==> src/verilog/z80Ed_params.svh <==
// Width macros shared by the ED-page core; include wherever a phase or data byte is sized.
`ifndef Z80ED_PARAMS_SVH
`define Z80ED_PARAMS_SVH

// ---------------------------------------------------------------------------
// phase counter
// ---------------------------------------------------------------------------

// the longest ED instruction here needs two execute phases.
`define ED_PHASE_W 2

// ---------------------------------------------------------------------------
// data path
// ---------------------------------------------------------------------------

`define ED_BYTE_W 8

`endif

==> src/verilog/edPkg.sv <==
// Types for the ED-page core: opcode views, decoder control word and register state.
package edPkg;

`include "z80Ed_params.svh"

    // the same opcode byte seen as x/y/z and as x/p/q/z.
    typedef struct packed {
        logic [1:0] x;
        logic [2:0] y;
        logic [2:0] z;
    } edOpXyz_t;

    typedef struct packed {
        logic [1:0] x;
        logic [1:0] p;
        logic       q;
        logic [2:0] z;
    } edOpXpqz_t;

    typedef union packed {
        edOpXyz_t  xyz;
        edOpXpqz_t xpqz;
    } edOpcode_u;

    typedef enum logic [2:0] {aluPass, aluAdd, aluAdc, aluSub, aluSbc} edAluOp_e;

    typedef enum logic [2:0] {opaZero, opaA, opaL, opaH, opaI, opaR} edOpndA_e;

    typedef enum logic [1:0] {opbA, opbPairLow, opbPairHigh} edOpndB_e;

    typedef enum logic [1:0] {flagKeep, flagArith, flagWordLow, flagLoadIr} edFlagMode_e;

    // ---------------------------------------------------------------------------
    // decoder output, one word per execute phase
    // ---------------------------------------------------------------------------
    typedef struct packed {
        edAluOp_e    aluOp;
        edOpndA_e    opndA;
        edOpndB_e    opndB;
        edFlagMode_e flagMode;
        logic [1:0]  pair;
        logic        wrA;
        logic        wrI;
        logic        wrR;
        logic        wrL;
        logic        wrH;
        logic        setIm;
        logic [1:0]  imMode;
        logic        lastPhase;
    } edCtrl_t;

    typedef struct packed {
        logic [`ED_BYTE_W-1:0]   a;
        logic [`ED_BYTE_W-1:0]   f;
        logic [2*`ED_BYTE_W-1:0] bc;
        logic [2*`ED_BYTE_W-1:0] de;
        logic [2*`ED_BYTE_W-1:0] hl;
        logic [2*`ED_BYTE_W-1:0] sp;
        logic [`ED_BYTE_W-1:0]   i;
        logic [`ED_BYTE_W-1:0]   r;
        logic [1:0]              im;
        logic                    iff2;
    } edState_t;

endpackage

==> src/verilog/edOpDecoder.sv <==
// Combinational ED-page decoder; maps the held opcode and phase to the core control word.
`timescale 1ns/1ps
`include "z80Ed_params.svh"

module edOpDecoder
    import edPkg::*;
(
    input  edOpcode_u              heldOp,
    input  logic [`ED_PHASE_W-1:0] phase,
    input  logic                   busy,
    output edCtrl_t                ctrl
);

    always_comb begin
        ctrl = '0;
        if (busy) begin
            // anything not matched below runs as a single-phase no-op.
            ctrl.lastPhase = 1'b1;
            if (heldOp.xyz.x == 2'd1) begin
                case (heldOp.xyz.z)
                    // NEG computes 0 - A.
                    3'd4: begin
                        ctrl.aluOp    = aluSub;
                        ctrl.opndA    = opaZero;
                        ctrl.opndB    = opbA;
                        ctrl.flagMode = flagArith;
                        ctrl.wrA      = 1'b1;
                    end
                    // IM n; y mirrors every four codes.
                    3'd6: begin
                        ctrl.setIm = 1'b1;
                        case (heldOp.xyz.y[1:0])
                            2'd2:    ctrl.imMode = 2'd1;
                            2'd3:    ctrl.imMode = 2'd2;
                            default: ctrl.imMode = 2'd0;
                        endcase
                    end
                    3'd7: begin
                        case (heldOp.xyz.y)
                            3'd0: begin
                                ctrl.opndA = opaA;
                                ctrl.wrI   = 1'b1;
                            end
                            3'd1: begin
                                ctrl.opndA = opaA;
                                ctrl.wrR   = 1'b1;
                            end
                            3'd2: begin
                                ctrl.opndA    = opaI;
                                ctrl.flagMode = flagLoadIr;
                                ctrl.wrA      = 1'b1;
                            end
                            3'd3: begin
                                ctrl.opndA    = opaR;
                                ctrl.flagMode = flagLoadIr;
                                ctrl.wrA      = 1'b1;
                            end
                            default: begin
                                ctrl.lastPhase = 1'b1;
                            end
                        endcase
                    end
                    // ---------------------------------------------------------------------------
                    // ADC/SBC HL,rr in two byte passes, low byte first
                    // ---------------------------------------------------------------------------
                    3'd2: begin
                        ctrl.aluOp = heldOp.xpqz.q ? aluAdc : aluSbc;
                        ctrl.pair  = heldOp.xpqz.p;
                        case (phase)
                            2'd0: begin
                                ctrl.opndA     = opaL;
                                ctrl.opndB     = opbPairLow;
                                ctrl.flagMode  = flagWordLow;
                                ctrl.wrL       = 1'b1;
                                ctrl.lastPhase = 1'b0;
                            end
                            2'd1: begin
                                ctrl.opndA    = opaH;
                                ctrl.opndB    = opbPairHigh;
                                ctrl.flagMode = flagArith;
                                ctrl.wrH      = 1'b1;
                            end
                            default: begin
                                // a stray phase only finishes the instruction.
                                ctrl.aluOp = aluPass;
                            end
                        endcase
                    end
                    default: begin
                        ctrl.lastPhase = 1'b1;
                    end
                endcase
            end
        end
    end

endmodule

==> src/verilog/edSequencer.sv <==
// Instruction sequencer; owns the opcode valid/ready handshake and steps execute phases.
`timescale 1ns/1ps

module edSequencer
    import edPkg::*;
(
    input  logic      clk,
    input  logic      arstN,
    input  logic      opValid,
    output logic      opReady,
    input  edOpcode_u opCode,
    input  logic      lastPhase,
    output edOpcode_u heldOp,
    output logic      busy,
    output logic      phaseClear,
    output logic      phaseStep
);

    typedef enum logic {seqIdle, seqExec} seqState_e;

    seqState_e seqState;
    logic      opTake;

    assign opReady    = (seqState == seqIdle);
    assign busy       = (seqState == seqExec);
    assign opTake     = opValid && opReady;
    assign phaseClear = opTake;
    assign phaseStep  = busy;

    always_ff @(posedge clk or negedge arstN) begin
        if (!arstN) begin
            seqState <= seqIdle;
        end else begin
            case (seqState)
                seqIdle: begin
                    if (opTake) begin
                        seqState <= seqExec;
                    end
                end
                seqExec: begin
                    // the decoder flags the final phase of the current opcode.
                    if (lastPhase) begin
                        seqState <= seqIdle;
                    end
                end
                default: seqState <= seqIdle;
            endcase
        end
    end

    always_ff @(posedge clk) begin
        if (opTake) begin
            heldOp <= opCode;
        end
    end

endmodule

==> src/verilog/phaseTimer.sv <==
// Extended-opcode phase counter; cleared on opcode accept, stepped once per execute cycle.
`timescale 1ns/1ps
`include "z80Ed_params.svh"

module phaseTimer (
    input  logic                   clk,
    input  logic                   arstN,
    input  logic                   phaseClear,
    input  logic                   phaseStep,
    output logic [`ED_PHASE_W-1:0] phase
);

    // the counter sticks at its top value instead of wrapping to phase zero.
    always_ff @(posedge clk or negedge arstN) begin
        if (!arstN) begin
            phase <= '0;
        end else if (phaseClear) begin
            phase <= '0;
        end else if (phaseStep && (phase != '1)) begin
            phase <= phase + 1'b1;
        end
    end

endmodule

==> src/verilog/edAlu.sv <==
// 8-bit ALU for the ED page; add, subtract and pass with Z80 flags in F layout.
`timescale 1ns/1ps
`include "z80Ed_params.svh"

module edAlu
    import edPkg::*;
(
    input  edAluOp_e              op,
    input  logic [`ED_BYTE_W-1:0] opndA,
    input  logic [`ED_BYTE_W-1:0] opndB,
    input  logic                  carryIn,
    output logic [`ED_BYTE_W-1:0] result,
    output logic [`ED_BYTE_W-1:0] flags
);

    logic [`ED_BYTE_W:0] wide;
    logic [4:0]          nibble;
    logic                useCarry;
    logic                subtract;
    logic                passOnly;
    logic                overflow;

    always_comb begin
        useCarry = ((op == aluAdc) || (op == aluSbc)) ? carryIn : 1'b0;
        subtract = (op == aluSub) || (op == aluSbc);
        passOnly = !((op == aluAdd) || (op == aluAdc) || subtract);
        if (subtract) begin
            wide     = {1'b0, opndA} - {1'b0, opndB} - {8'd0, useCarry};
            nibble   = {1'b0, opndA[3:0]} - {1'b0, opndB[3:0]} - {4'd0, useCarry};
            overflow = (opndA[7] != opndB[7]) && (wide[7] != opndA[7]);
        end else begin
            wide     = {1'b0, opndA} + {1'b0, opndB} + {8'd0, useCarry};
            nibble   = {1'b0, opndA[3:0]} + {1'b0, opndB[3:0]} + {4'd0, useCarry};
            overflow = (opndA[7] == opndB[7]) && (wide[7] != opndA[7]);
        end
        result = passOnly ? opndA : wide[`ED_BYTE_W-1:0];

        // ---------------------------------------------------------------------------
        // F layout: S Z Y H X PV N C
        // ---------------------------------------------------------------------------
        flags[7] = result[7];
        flags[6] = (result == '0);
        flags[5] = result[5];
        flags[4] = ~passOnly & nibble[4];
        flags[3] = result[3];
        flags[2] = ~passOnly & overflow;
        flags[1] = subtract;
        // bit 8 is the carry out, or the borrow when subtracting.
        flags[0] = ~passOnly & wide[`ED_BYTE_W];
    end

endmodule

==> src/verilog/edRegFile.sv <==
// Architectural register file; operand muxing, write-back, F merge and the low-byte zero latch.
`timescale 1ns/1ps
`include "z80Ed_params.svh"

module edRegFile
    import edPkg::*;
(
    input  logic                  clk,
    input  logic                  arstN,
    input  logic                  loadEn,
    input  edState_t              loadState,
    input  logic                  busy,
    input  edCtrl_t               ctrl,
    input  logic [`ED_BYTE_W-1:0] result,
    input  logic [`ED_BYTE_W-1:0] aluFlags,
    output logic [`ED_BYTE_W-1:0] opndA,
    output logic [`ED_BYTE_W-1:0] opndB,
    output logic                  carry,
    output edState_t              state
);

    edState_t                regs;
    logic [2*`ED_BYTE_W-1:0] pairWord;
    logic [`ED_BYTE_W-1:0]   fNext;
    logic                    lowZero;

    assign state = regs;
    assign carry = regs.f[0];

    // ---------------------------------------------------------------------------
    // operand selection
    // ---------------------------------------------------------------------------
    always_comb begin
        case (ctrl.pair)
            2'd0:    pairWord = regs.bc;
            2'd1:    pairWord = regs.de;
            2'd2:    pairWord = regs.hl;
            default: pairWord = regs.sp;
        endcase
        case (ctrl.opndA)
            opaA:    opndA = regs.a;
            opaL:    opndA = regs.hl[7:0];
            opaH:    opndA = regs.hl[15:8];
            opaI:    opndA = regs.i;
            opaR:    opndA = regs.r;
            default: opndA = '0;
        endcase
        case (ctrl.opndB)
            opbA:        opndB = regs.a;
            opbPairLow:  opndB = pairWord[7:0];
            opbPairHigh: opndB = pairWord[15:8];
            default:     opndB = '0;
        endcase
    end

    always_comb begin
        case (ctrl.flagMode)
            flagArith: begin
                fNext = aluFlags;
                // the high pass of a word op only reports zero if the low byte was zero.
                if (ctrl.opndB == opbPairHigh) begin
                    fNext[6] = aluFlags[6] & lowZero;
                end
            end
            flagWordLow: fNext = {regs.f[7:1], aluFlags[0]};
            flagLoadIr:  fNext = {aluFlags[7:5], 1'b0, aluFlags[3], regs.iff2, 1'b0, regs.f[0]};
            default:     fNext = regs.f;
        endcase
    end

    // ---------------------------------------------------------------------------
    // write-back
    // ---------------------------------------------------------------------------
    always_ff @(posedge clk or negedge arstN) begin
        if (!arstN) begin
            regs.a    <= 8'hFF;
            regs.f    <= 8'hFF;
            regs.bc   <= 16'hFFFF;
            regs.de   <= 16'hFFFF;
            regs.hl   <= 16'hFFFF;
            regs.sp   <= 16'hFFFF;
            regs.i    <= '0;
            regs.r    <= '0;
            regs.im   <= '0;
            regs.iff2 <= 1'b0;
        end else if (loadEn && !busy) begin
            regs <= loadState;
        end else begin
            if (ctrl.wrA) begin
                regs.a <= result;
            end
            if (ctrl.wrI) begin
                regs.i <= result;
            end
            if (ctrl.wrR) begin
                regs.r <= result;
            end
            if (ctrl.wrL) begin
                regs.hl[7:0] <= result;
            end
            if (ctrl.wrH) begin
                regs.hl[15:8] <= result;
            end
            if (ctrl.setIm) begin
                regs.im <= ctrl.imMode;
            end
            regs.f <= fNext;
        end
    end

    always_ff @(posedge clk or negedge arstN) begin
        if (!arstN) begin
            lowZero <= 1'b0;
        end else if (busy && (ctrl.flagMode == flagWordLow)) begin
            lowZero <= (result == '0);
        end
    end

endmodule

==> src/verilog/edCoreTop.sv <==
// Top level of the ED-page execution core; wires sequencer, timer, decoder, ALU and registers.
`timescale 1ns/1ps
`include "z80Ed_params.svh"

module edCoreTop
    import edPkg::*;
(
    input  logic      clk,
    input  logic      arstN,
    input  logic      opValid,
    output logic      opReady,
    input  edOpcode_u opCode,
    input  logic      loadEn,
    input  edState_t  loadState,
    output edState_t  coreState
);

    edOpcode_u              heldOp;
    logic                   busy;
    logic                   phaseClear;
    logic                   phaseStep;
    logic [`ED_PHASE_W-1:0] phase;
    edCtrl_t                ctrl;
    logic [`ED_BYTE_W-1:0]  opndA;
    logic [`ED_BYTE_W-1:0]  opndB;
    logic                   carry;
    logic [`ED_BYTE_W-1:0]  result;
    logic [`ED_BYTE_W-1:0]  aluFlags;

    edSequencer edSequencer_inst (
        .clk        (clk),
        .arstN      (arstN),
        .opValid    (opValid),
        .opReady    (opReady),
        .opCode     (opCode),
        .lastPhase  (ctrl.lastPhase),
        .heldOp     (heldOp),
        .busy       (busy),
        .phaseClear (phaseClear),
        .phaseStep  (phaseStep)
    );

    phaseTimer phaseTimer_inst (
        .clk        (clk),
        .arstN      (arstN),
        .phaseClear (phaseClear),
        .phaseStep  (phaseStep),
        .phase      (phase)
    );

    edOpDecoder edOpDecoder_inst (
        .heldOp (heldOp),
        .phase  (phase),
        .busy   (busy),
        .ctrl   (ctrl)
    );

    edAlu edAlu_inst (
        .op      (ctrl.aluOp),
        .opndA   (opndA),
        .opndB   (opndB),
        .carryIn (carry),
        .result  (result),
        .flags   (aluFlags)
    );

    edRegFile edRegFile_inst (
        .clk       (clk),
        .arstN     (arstN),
        .loadEn    (loadEn),
        .loadState (loadState),
        .busy      (busy),
        .ctrl      (ctrl),
        .result    (result),
        .aluFlags  (aluFlags),
        .opndA     (opndA),
        .opndB     (opndB),
        .carry     (carry),
        .state     (coreState)
    );

endmodule

==> config.mk <==
export PLATFORM = sky130hd
export DESIGN_NAME = edCoreTop
export DESIGN_NICKNAME = d
export VERILOG_FILES = /design/src/verilog/edPkg.sv /design/src/verilog/edOpDecoder.sv /design/src/verilog/edSequencer.sv /design/src/verilog/phaseTimer.sv /design/src/verilog/edAlu.sv /design/src/verilog/edRegFile.sv /design/src/verilog/edCoreTop.sv
export VERILOG_INCLUDE_DIRS = /design/src /design/src/verilog
export SDC_FILE = /design/constraint.sdc
export NUM_CORES = 1
export LEC_CHECK = 0
export BUFFER_PORTS_ARGS = -buffer_cell sky130_fd_sc_hd__buf_2
export CAP_MARGIN = 20
export CORE_MARGIN = 10
export CORE_UTILIZATION = 40
export DETAILED_ROUTE_END_ITERATION = 6
export PLACE_DENSITY_LB_ADDON = 0.12
export REMOVE_ABC_BUFFERS = 1
export SLEW_MARGIN = 20
export SYNTH_ARGS = -nofsm -noshare
export SYNTH_HDL_FRONTEND = slang
export SYNTH_SLANG_ARGS = --single-unit
==> constraint.sdc <==
create_clock -name clk -period 10.31 [get_ports clk]
set_input_delay 0.5155 -clock clk [delete_from_list [all_inputs] [get_ports clk]]
set_output_delay 0.5155 -clock clk [all_outputs]
set_load 0.01 [all_outputs]
# ---- Word level (Yosys, flattened, before mapping)
# Cells that the tools add are included.
dict set report word_totals {
  regBits 111
  in_bits 111
  output_inout_bits 100
  word_cells 142
}
dict set report classes {
  n_addsub 9
  eq_ne 34
  muxes 48
  bitwise 5
  reduce_logical 30
}
# operator count
set ops {}
lappend ops {{$mux 8} 6}
lappend ops {{$pmux 16 s3} 1}
lappend ops {{$pmux 8 s3} 2}
lappend ops {{$mux 21} 2}
lappend ops {{$pmux 8 s5} 1}
lappend ops {{$mux 16} 2}
lappend ops {{$eq 3x2->1 const B} 7}
lappend ops {{$eq 3x3->1 const B} 6}
lappend ops {{$mux 18} 1}
lappend ops {{$mux 2} 8}
lappend ops {{$reduce_bool 2->1} 7}
lappend ops {{$eq 2x2->1 const B} 6}
lappend ops {{$mux 1} 12}
lappend ops {{$pmux 3 s2} 2}
lappend ops {{$pmux 6 s2} 1}
lappend ops {{$eq 2x1->1 const B} 5}
lappend ops {{$add 8x8->9} 1}
lappend ops {{$add 9x1->9} 1}
lappend ops {{$eq 3x1->1 const B} 3}
lappend ops {{$mux 3} 3}
lappend ops {{$mux 9} 1}
lappend ops {{$pmux 3 s3} 1}
lappend ops {{$sub 8x8->9} 1}
lappend ops {{$sub 9x1->9} 1}
lappend ops {{24 further kinds} 45}

# ---- Longest topological paths before layout
dict set report logic_depth {
  word_depth 18
  mapped_depth 19
  depth_no_buf 17
}

# ---- Cells and area by module
# Synthesis repeated with hierarchy kept, for this count alone.
dict set report unflattened {
  cells_unflattened 669
  area_unflattened_um2 7259.5
}
# mod instances cells_each area_per_inst_um2
set modules_own_cells {}
lappend modules_own_cells {edRegFile 1 454 5358.9}
lappend modules_own_cells {edAlu 1 147 1183.6}
lappend modules_own_cells {edOpDecoder 1 45 300.3}
lappend modules_own_cells {edSequencer 1 13 292.8}
lappend modules_own_cells {phaseTimer 1 10 123.9}

# ---- Least setup slack after synthesis
# Ideal clock, no wire load.
dict set report synth_path {
  kind {reg-to-reg}
  startpoint {reg edSequencer_inst.heldOp[4] (netlist name)}
  endpoint {reg edRegFile_inst.regs, in the netlist edRegFile_inst.state[89]}
  setup_ns 0.091
  arrival_time_ns 4.258
  required_ns 10.219
  path_slack_ns 5.962
  path_stages_with_launch 19
  path_buffers 5
  synth_period_minus_slack_ns 4.348
  path_cell_list {edfxtp_1 -> clkbuf_1 -> buf_2 -> buf_2 -> buf_1 -> clkbuf_1 -> a21oi_1 -> o221ai_1 -> nand3_1 -> ha_1 -> inv_1 -> ha_1 -> o21a_1 -> a211oi_1 -> o21ba_2 -> nor3_1 -> a311o_1 -> nand4b_1 -> o31ai_1}
}
dict set report synth_via {
  elab_chain_cells 17
  elab_cells_between_ends 41
}
# item line
set synth_rtl {}
lappend synth_rtl {{start, declared} edSequencer.sv:13} ;# output edOpcode_u heldOp,
lappend synth_rtl {{start signal, assigned} edSequencer.sv:53} ;# heldOp <= opCode;
lappend synth_rtl {{$eq 3x1->1 or $logic_not 3->1 (tied branches)} edOpDecoder.sv:39} ;# case (heldOp.xyz.y)
lappend synth_rtl {{$reduce_or 2->1 (no source line)} --}
lappend synth_rtl {{$pmux 3 s3} edOpDecoder.sv:39}
lappend synth_rtl {{$pmux 3 s2} edOpDecoder.sv:20} ;# case (heldOp.xyz.z)
lappend synth_rtl {{$mux 21 *} edOpDecoder.sv:19} ;# if (heldOp.xyz.x == 2'd1) begin
lappend synth_rtl {{$mux 21 *} edOpDecoder.sv:16} ;# if (busy) begin
lappend synth_rtl {{$eq 3x3->1, or another cell as far along} edRegFile.sv:40} ;# case (ctrl.opndA)
lappend synth_rtl {{$pmux 8 s5} edRegFile.sv:40}
lappend synth_rtl {{$add 8x8->9 or $sub 8x8->9 (tied branches)} {edAlu.sv:32, edAlu.sv:28}}
lappend synth_rtl {{$add 9x1->9 or $sub 9x1->9 (tied branches)} {edAlu.sv:32, edAlu.sv:28}}
lappend synth_rtl {{$mux 9} edAlu.sv:27} ;# if (subtract) begin
lappend synth_rtl {{$mux 8} edAlu.sv:36} ;# result = passOnly ? opndA : wide[`ED_BYTE_W-1:0];
lappend synth_rtl {{$logic_not 8->1} edAlu.sv:42} ;# flags[6] = (result == '0);
lappend synth_rtl {{$and 1x1->1} edRegFile.sv:62} ;# fNext[6] = aluFlags[6] & lowZero;
lappend synth_rtl {{$mux 1} edRegFile.sv:61} ;# if (ctrl.opndB == opbPairHigh) begin
lappend synth_rtl {{$pmux 8 s3} edRegFile.sv:57} ;# case (ctrl.flagMode)
lappend synth_rtl {{$mux 16} edRegFile.sv:86} ;# end else if (loadEn && !busy) begin
lappend synth_rtl {{end signal, assigned} edRegFile.sv:87} ;# regs <= loadState;
lappend synth_rtl {{end, declared} edRegFile.sv:22} ;# edState_t regs;
# Every way passes the cells marked *; elsewhere a longest branch is shown, timed or not. The select of a mux whose other input is x is not followed.
# A chain may end at the register's enable or synchronous reset.

# ---- Final worst setup path
dict set report layout_path {
  startpoint {reg edSequencer_inst.seqState (netlist: edSequencer_inst.busy)}
  endpoint {reg edRegFile_inst.regs, in the netlist edRegFile_inst.state[89]}
}
dict set report layout_via {
  elab_chain_cells 13
  elab_cells_between_ends 43
}
# item line
set layout_rtl {}
lappend layout_rtl {{start, declared} edSequencer.sv:21} ;# seqState_e seqState;
lappend layout_rtl {{start signal, assigned} edSequencer.sv:32} ;# seqState <= seqIdle;
lappend layout_rtl {{start signal, assigned} edSequencer.sv:37} ;# seqState <= seqExec;
lappend layout_rtl {{start signal, assigned} edSequencer.sv:43} ;# seqState <= seqIdle;
lappend layout_rtl {{$mux 21} edOpDecoder.sv:16}
lappend layout_rtl {{$eq 2x2->1, or another cell as far along} edRegFile.sv:34} ;# case (ctrl.pair)
lappend layout_rtl {{$pmux 16 s3} edRegFile.sv:34}
lappend layout_rtl {{$pmux 8 s3} edRegFile.sv:48} ;# case (ctrl.opndB)
lappend layout_rtl {{$add 8x8->9 or $sub 8x8->9 (tied branches)} {edAlu.sv:32, edAlu.sv:28}}
lappend layout_rtl {{$add 9x1->9 or $sub 9x1->9 (tied branches)} {edAlu.sv:32, edAlu.sv:28}}
lappend layout_rtl {{$mux 9} edAlu.sv:27}
lappend layout_rtl {{$mux 8} edAlu.sv:36}
lappend layout_rtl {{$logic_not 8->1} edAlu.sv:42}
lappend layout_rtl {{$and 1x1->1} edRegFile.sv:62}
lappend layout_rtl {{$mux 1} edRegFile.sv:61}
lappend layout_rtl {{$pmux 8 s3} edRegFile.sv:57}
lappend layout_rtl {{$mux 16} edRegFile.sv:86}
# Parallel ways exist; a longest one is shown, timed or not. The select of a mux whose other input is x is not followed.

==> results <==
- The run finished with clean final reports.
- The longest clock path from root to sink contains 2 buffers.
- The number of warnings issued by yosys is 0.
- Cell internal power was estimated by the tool at 0.898 mW.
- In the final layout, the multi-input gates occupy 0.00380 sq mm.
- Summing the areas of all compound-gate instances in the mapped netlist gives 18.7% of the synthesized area.
- Buffers placed on the I/O ports in this run total 210.
- Entering global routing, the biggest net connects 76 pins.
- The root buffer cell is clkbuf_16.
- The core region is 0.0172 sq mm.
- After Yosys synthesis, full adders, half adders and majority gates account for 5.61% of the synthesized area.
- In the synthesized netlist the dominant register cell turns out to be dfstp_2.
- The floorplan step set the die height to 152 um.
- Measured against its own limit, the worst slew margin works out to 23.4%.
- The XOR/XNOR share of the synthesized area is 0.876%.
- At the worst endpoint, the required time is 10.58 ns.
- The largest fanout on the critical path is 11.
- The synthesized design spends more area on one cell type than any other, namely dfstp_2.
- The routed wire length is 25.6 mm.
- The routed length on met3 is 1.94 mm.
- The area growth from synthesis to layout is 22.0%.
- Sorting the synthesized cells by how often they occur yields nand2_1 (223), nor2_1 (96), dfstp_2 (80), a21oi_1 (54), inv_1 (30).
- The starting utilization of the core area is 40.6%.
- The mapped netlist covers 0.00700 sq mm.
- The tool flagged a number of max-cap violations equal to 0.
- At the worst endpoint, the arrival time is 6.33 ns.
- Summing the areas of all and, or, nand and nor instances in the mapped netlist gives 23.9% of the synthesized area.
- The antenna diode count is 0.
- Counting every instance in the synthesized netlist gives 837.
- The TritonCTS clock tree is done.
- The sum of net half-perimeters after detailed placement is 19.1 mm.
- For the worst flop-to-flop path, the logic depth is 15.
- The routed length on met1 is 11.6 mm.
- The post-synthesis sequential area ratio is 41.7%.
- The total overflow reported by the global router is 0.
- Using the TritonRoute via totals, the vias-per-cell ratio works out to 5.38.
- Of all flip-flops after synthesis, the portion carrying an async set or reset was 92.8%.
- Sequential cells account for 42.9% of the total power.
- Derived from the worst setup path, the maximum achievable clock frequency is 0.165 GHz.
- The post-route clock period utilization is 58.8%.
- The synthesized flop and latch total is 111.
- The standby leakage power is 4.14 nW.
- STA classifies the critical path startpoint as a register.
- The die is 152 um wide.
- At the pin with the least slew margin, the transition time is 1.12 ns.
- Among all cell types in the netlist, the one instantiated most often is nand2_1.
- The multiplexer share of the synthesized area is 5.00%.
- The via count is 6,731.
- The number of H-tree levels is 3.
- Counting distinct cell types in the post-synthesis netlist gives 70.
- Setup violations remaining at the end of the flow were counted as 0.
- The area occupied by registers is 0.00292 sq mm.
- The worst-skew pair later-pin latency is 0.37 ns.
- In the final layout, the share of cells above drive strength 1 is 33.5%.
- The net count of the finished layout is 1,162.
- The power share of the combinational group is 29.9%.
- The remaining design rule violation count is 0.
- Post-CTS repair changed the size of 0 cells.
- The CTS clock-pin slew for the worst setup and hold paths is 0.07 ns.
- Power spread over the standard cell area amounts to 161 mW/mm^2.
- The initial antenna violation count came to 0.
- The final worst clock skew is 0.0123 ns.
- The global-route wire length before repair is 40.0 mm.
- Counting the fill cells in the layout gives 1,774.
- The average instance in the mapped netlist occupies 8.37 sq um.
- After clock tree synthesis, the setup repair step added 0 buffers.
- At the end of routability-driven placement, the weighted congestion stood at 0.960.
- The endpoint type of the worst setup path is a register.
- The highest routed metal layer is met4.
- The count of final hold-check violations is 0.
- Detailed routing placed a total of 11.8 mm of wire on met2.
- The total count of max-transition violations in the final report was 0.
- In this run the power spent charging and discharging nets is 0.482 mW.
- The die covers 0.0232 sq mm.
- The number of global-route vias before repair is 6,819.
- Setup repair after global routing left no endpoint under its margin.
- The post-route antenna net violation count is 0.
- The proportion of power drawn by the clock network is 27.2%.
- Net switching is 34.9% of the power.
- After routing, the total negative slack on setup checks comes to 0 ns.
- The floorplan row count is 48.
- By area the synthesized netlist is led by dfstp_2 (30%), nand2_1 (12%), dfrtp_1 (8.2%).
- The first-pass iteration count of the detailed router is 5.
- After detailed routing, the average wire length per cell comes to 20.5 um.
- The number of I/O pins is 211.
- The classification of the worst setup path is register to register.
- The final instance area is 0.00854 sq mm.
- The synthesized design devotes to its leading area cell type 30.0% of total area.
- The minimum clock period is 6.06 ns.
- The clock buffer count from CTS is 9.
- In the global route stage, overall resource usage came out at 21.4%.
- The number of hold buffers added after CTS is 0.
- The first routing iteration left 470 violations.
- The maximum vdd ir drop is 0.0000857 V.
- The number of flops mapped to enable cells by yosys is 8.
- The path class of the lowest-slack min-delay path is input port to asynchronous set/reset pin.
- The clock sink total is 111.
- The placed instances occupy a cell area of 0.00823 sq mm.
- The main combinational cell family by area after synthesis is simple AND/OR/NAND/NOR gates.
[power by group through the flow]
stage                     clock network (mW)  registers [mW]  logic, mW
after global placement                     0           0.597      0.412
after CTS                              0.384           0.591      0.415
after global routing                   0.402           0.602      0.456
final                                  0.376           0.591      0.412
after floorplan                            0           0.615      0.218
after detailed placement                   0           0.597      0.413
[registers in the layout (all words and copies together) (netlist names)]
| signal | count |
|---|---|
| edSequencer_inst.busy | 1 |
| edSequencer_inst.heldOp | 8 |
| edRegFile_inst.lowZero | 1 |
| phaseTimer_inst.phase | 2 |
| edRegFile_inst.carry | 1 |
| edRegFile_inst.state | 98 |
[critical path, cell delays in order (launching register included)]
cell and delay (ns):
dfrtp_1 0.60, nand4bb_1 0.27, nor2_2 0.51, nand2_1 0.42, nor2_1 0.70, o221ai_1 0.24
and3_1 0.27, fa_1 0.45, fa_1 0.42, nor3_1 0.28, nor4_1 0.08, o2111a_1 0.25
a211oi_2 0.45, nor4b_1 0.48, nand4b_1 0.24, o31ai_1 0.31
[cell type report]
cell class | instances | area share, %
Clock buffer | 10 | 2.80
Inverter | 30 | 1.32
Sequential cell | 111 | 34.1
Timing Repair Buffer | 218 | 13.0
Tap cell | 225 | 3.29
Multi-Input combinational cell | 652 | 44.5
Clock inverter | 6 | 0.908
[routing by layer]
layer  vias up  GRT usage, %
met5         -             0
met4         0          5.36
met3        23          6.35
met2       241          33.0
met1      3181          28.5
li1       3286             -
[final timing paths]
| check | startpoint | slack, ns | to |
|---|---|---|---|
| setup / recovery | edSequencer_inst.busy$_DFF_PN0_ | 4.25 | edRegFile_inst.state[89]$_DFFE_PN1P_ |
| hold / removal | arstN | 0.07 | edRegFile_inst.lowZero$_DFFE_PN0P_ |
| setup reg to reg | edSequencer_inst.busy$_DFF_PN0_ | 4.25 | edRegFile_inst.state[89]$_DFFE_PN1P_ |
| hold reg to reg | edRegFile_inst.state[23]$_DFFE_PN1P_ | 0.47 | edRegFile_inst.state[23]$_DFFE_PN1P_ |
| max in group asynchronous | arstN | 8.94 | edRegFile_inst.state[11]$_DFFE_PN0P_ |
| min in group clk | opCode[3] | 0.32 | edSequencer_inst.heldOp[3]$_DFFE_PP_ |
[cells by family (layout without fill, tap and decap cells)]
| logic type | after synthesis | after routing |
|---|---|---|
| compound gates | 192 | 192 |
| xor+xnor | 7 | 7 |
| fa+ha+maj | 29 | 29 |
| buf+inv | 74 | 264 |
| flops | 111 | 111 |
| mux | 33 | 33 |
| simple gates | 391 | 391 |
[cell usage in the layout, fill, tap and decap left out, types with 11 or more instances in the layout]
| cell type | count |
|---|---|
| o221ai_1 | 17 |
| nor2_1 | 96 |
| mux2_2 | 16 |
| a31oi_1 | 16 |
| nand2_1 | 222 |
| nand3_1 | 11 |
| buf_2 | 209 |
| ha_1 | 25 |
| o21ai_0 | 27 |
| dfrtp_1 | 23 |
| dfstp_2 | 80 |
| a21oi_1 | 54 |
| a22oi_1 | 12 |
| mux2i_1 | 17 |
| inv_1 | 30 |
[metrics by stage]
stage | power (mW) | worst slack, ns | utilization, % | hold slack (ns) | std cells
6_report | 1.38 | 4.25 | 49.6 | 0.0745 | 1252
5_1_grt | 1.46 | 3.97 | 49.6 | 0.0922 | 1252
4_1_cts | 1.39 | 4.45 | 49.6 | 0.0753 | 1252
3_5_place_dp | 1.01 | 4.48 | 47.7 | 0.456 | 1236
3_3_place_gp | 1.01 | 4.70 | 47.7 | 0.453 | 1236
2_1_floorplan | 0.834 | 5.70 | - | 0.220 | 793
No activity file was read; power rests on OpenSTA's default activity.
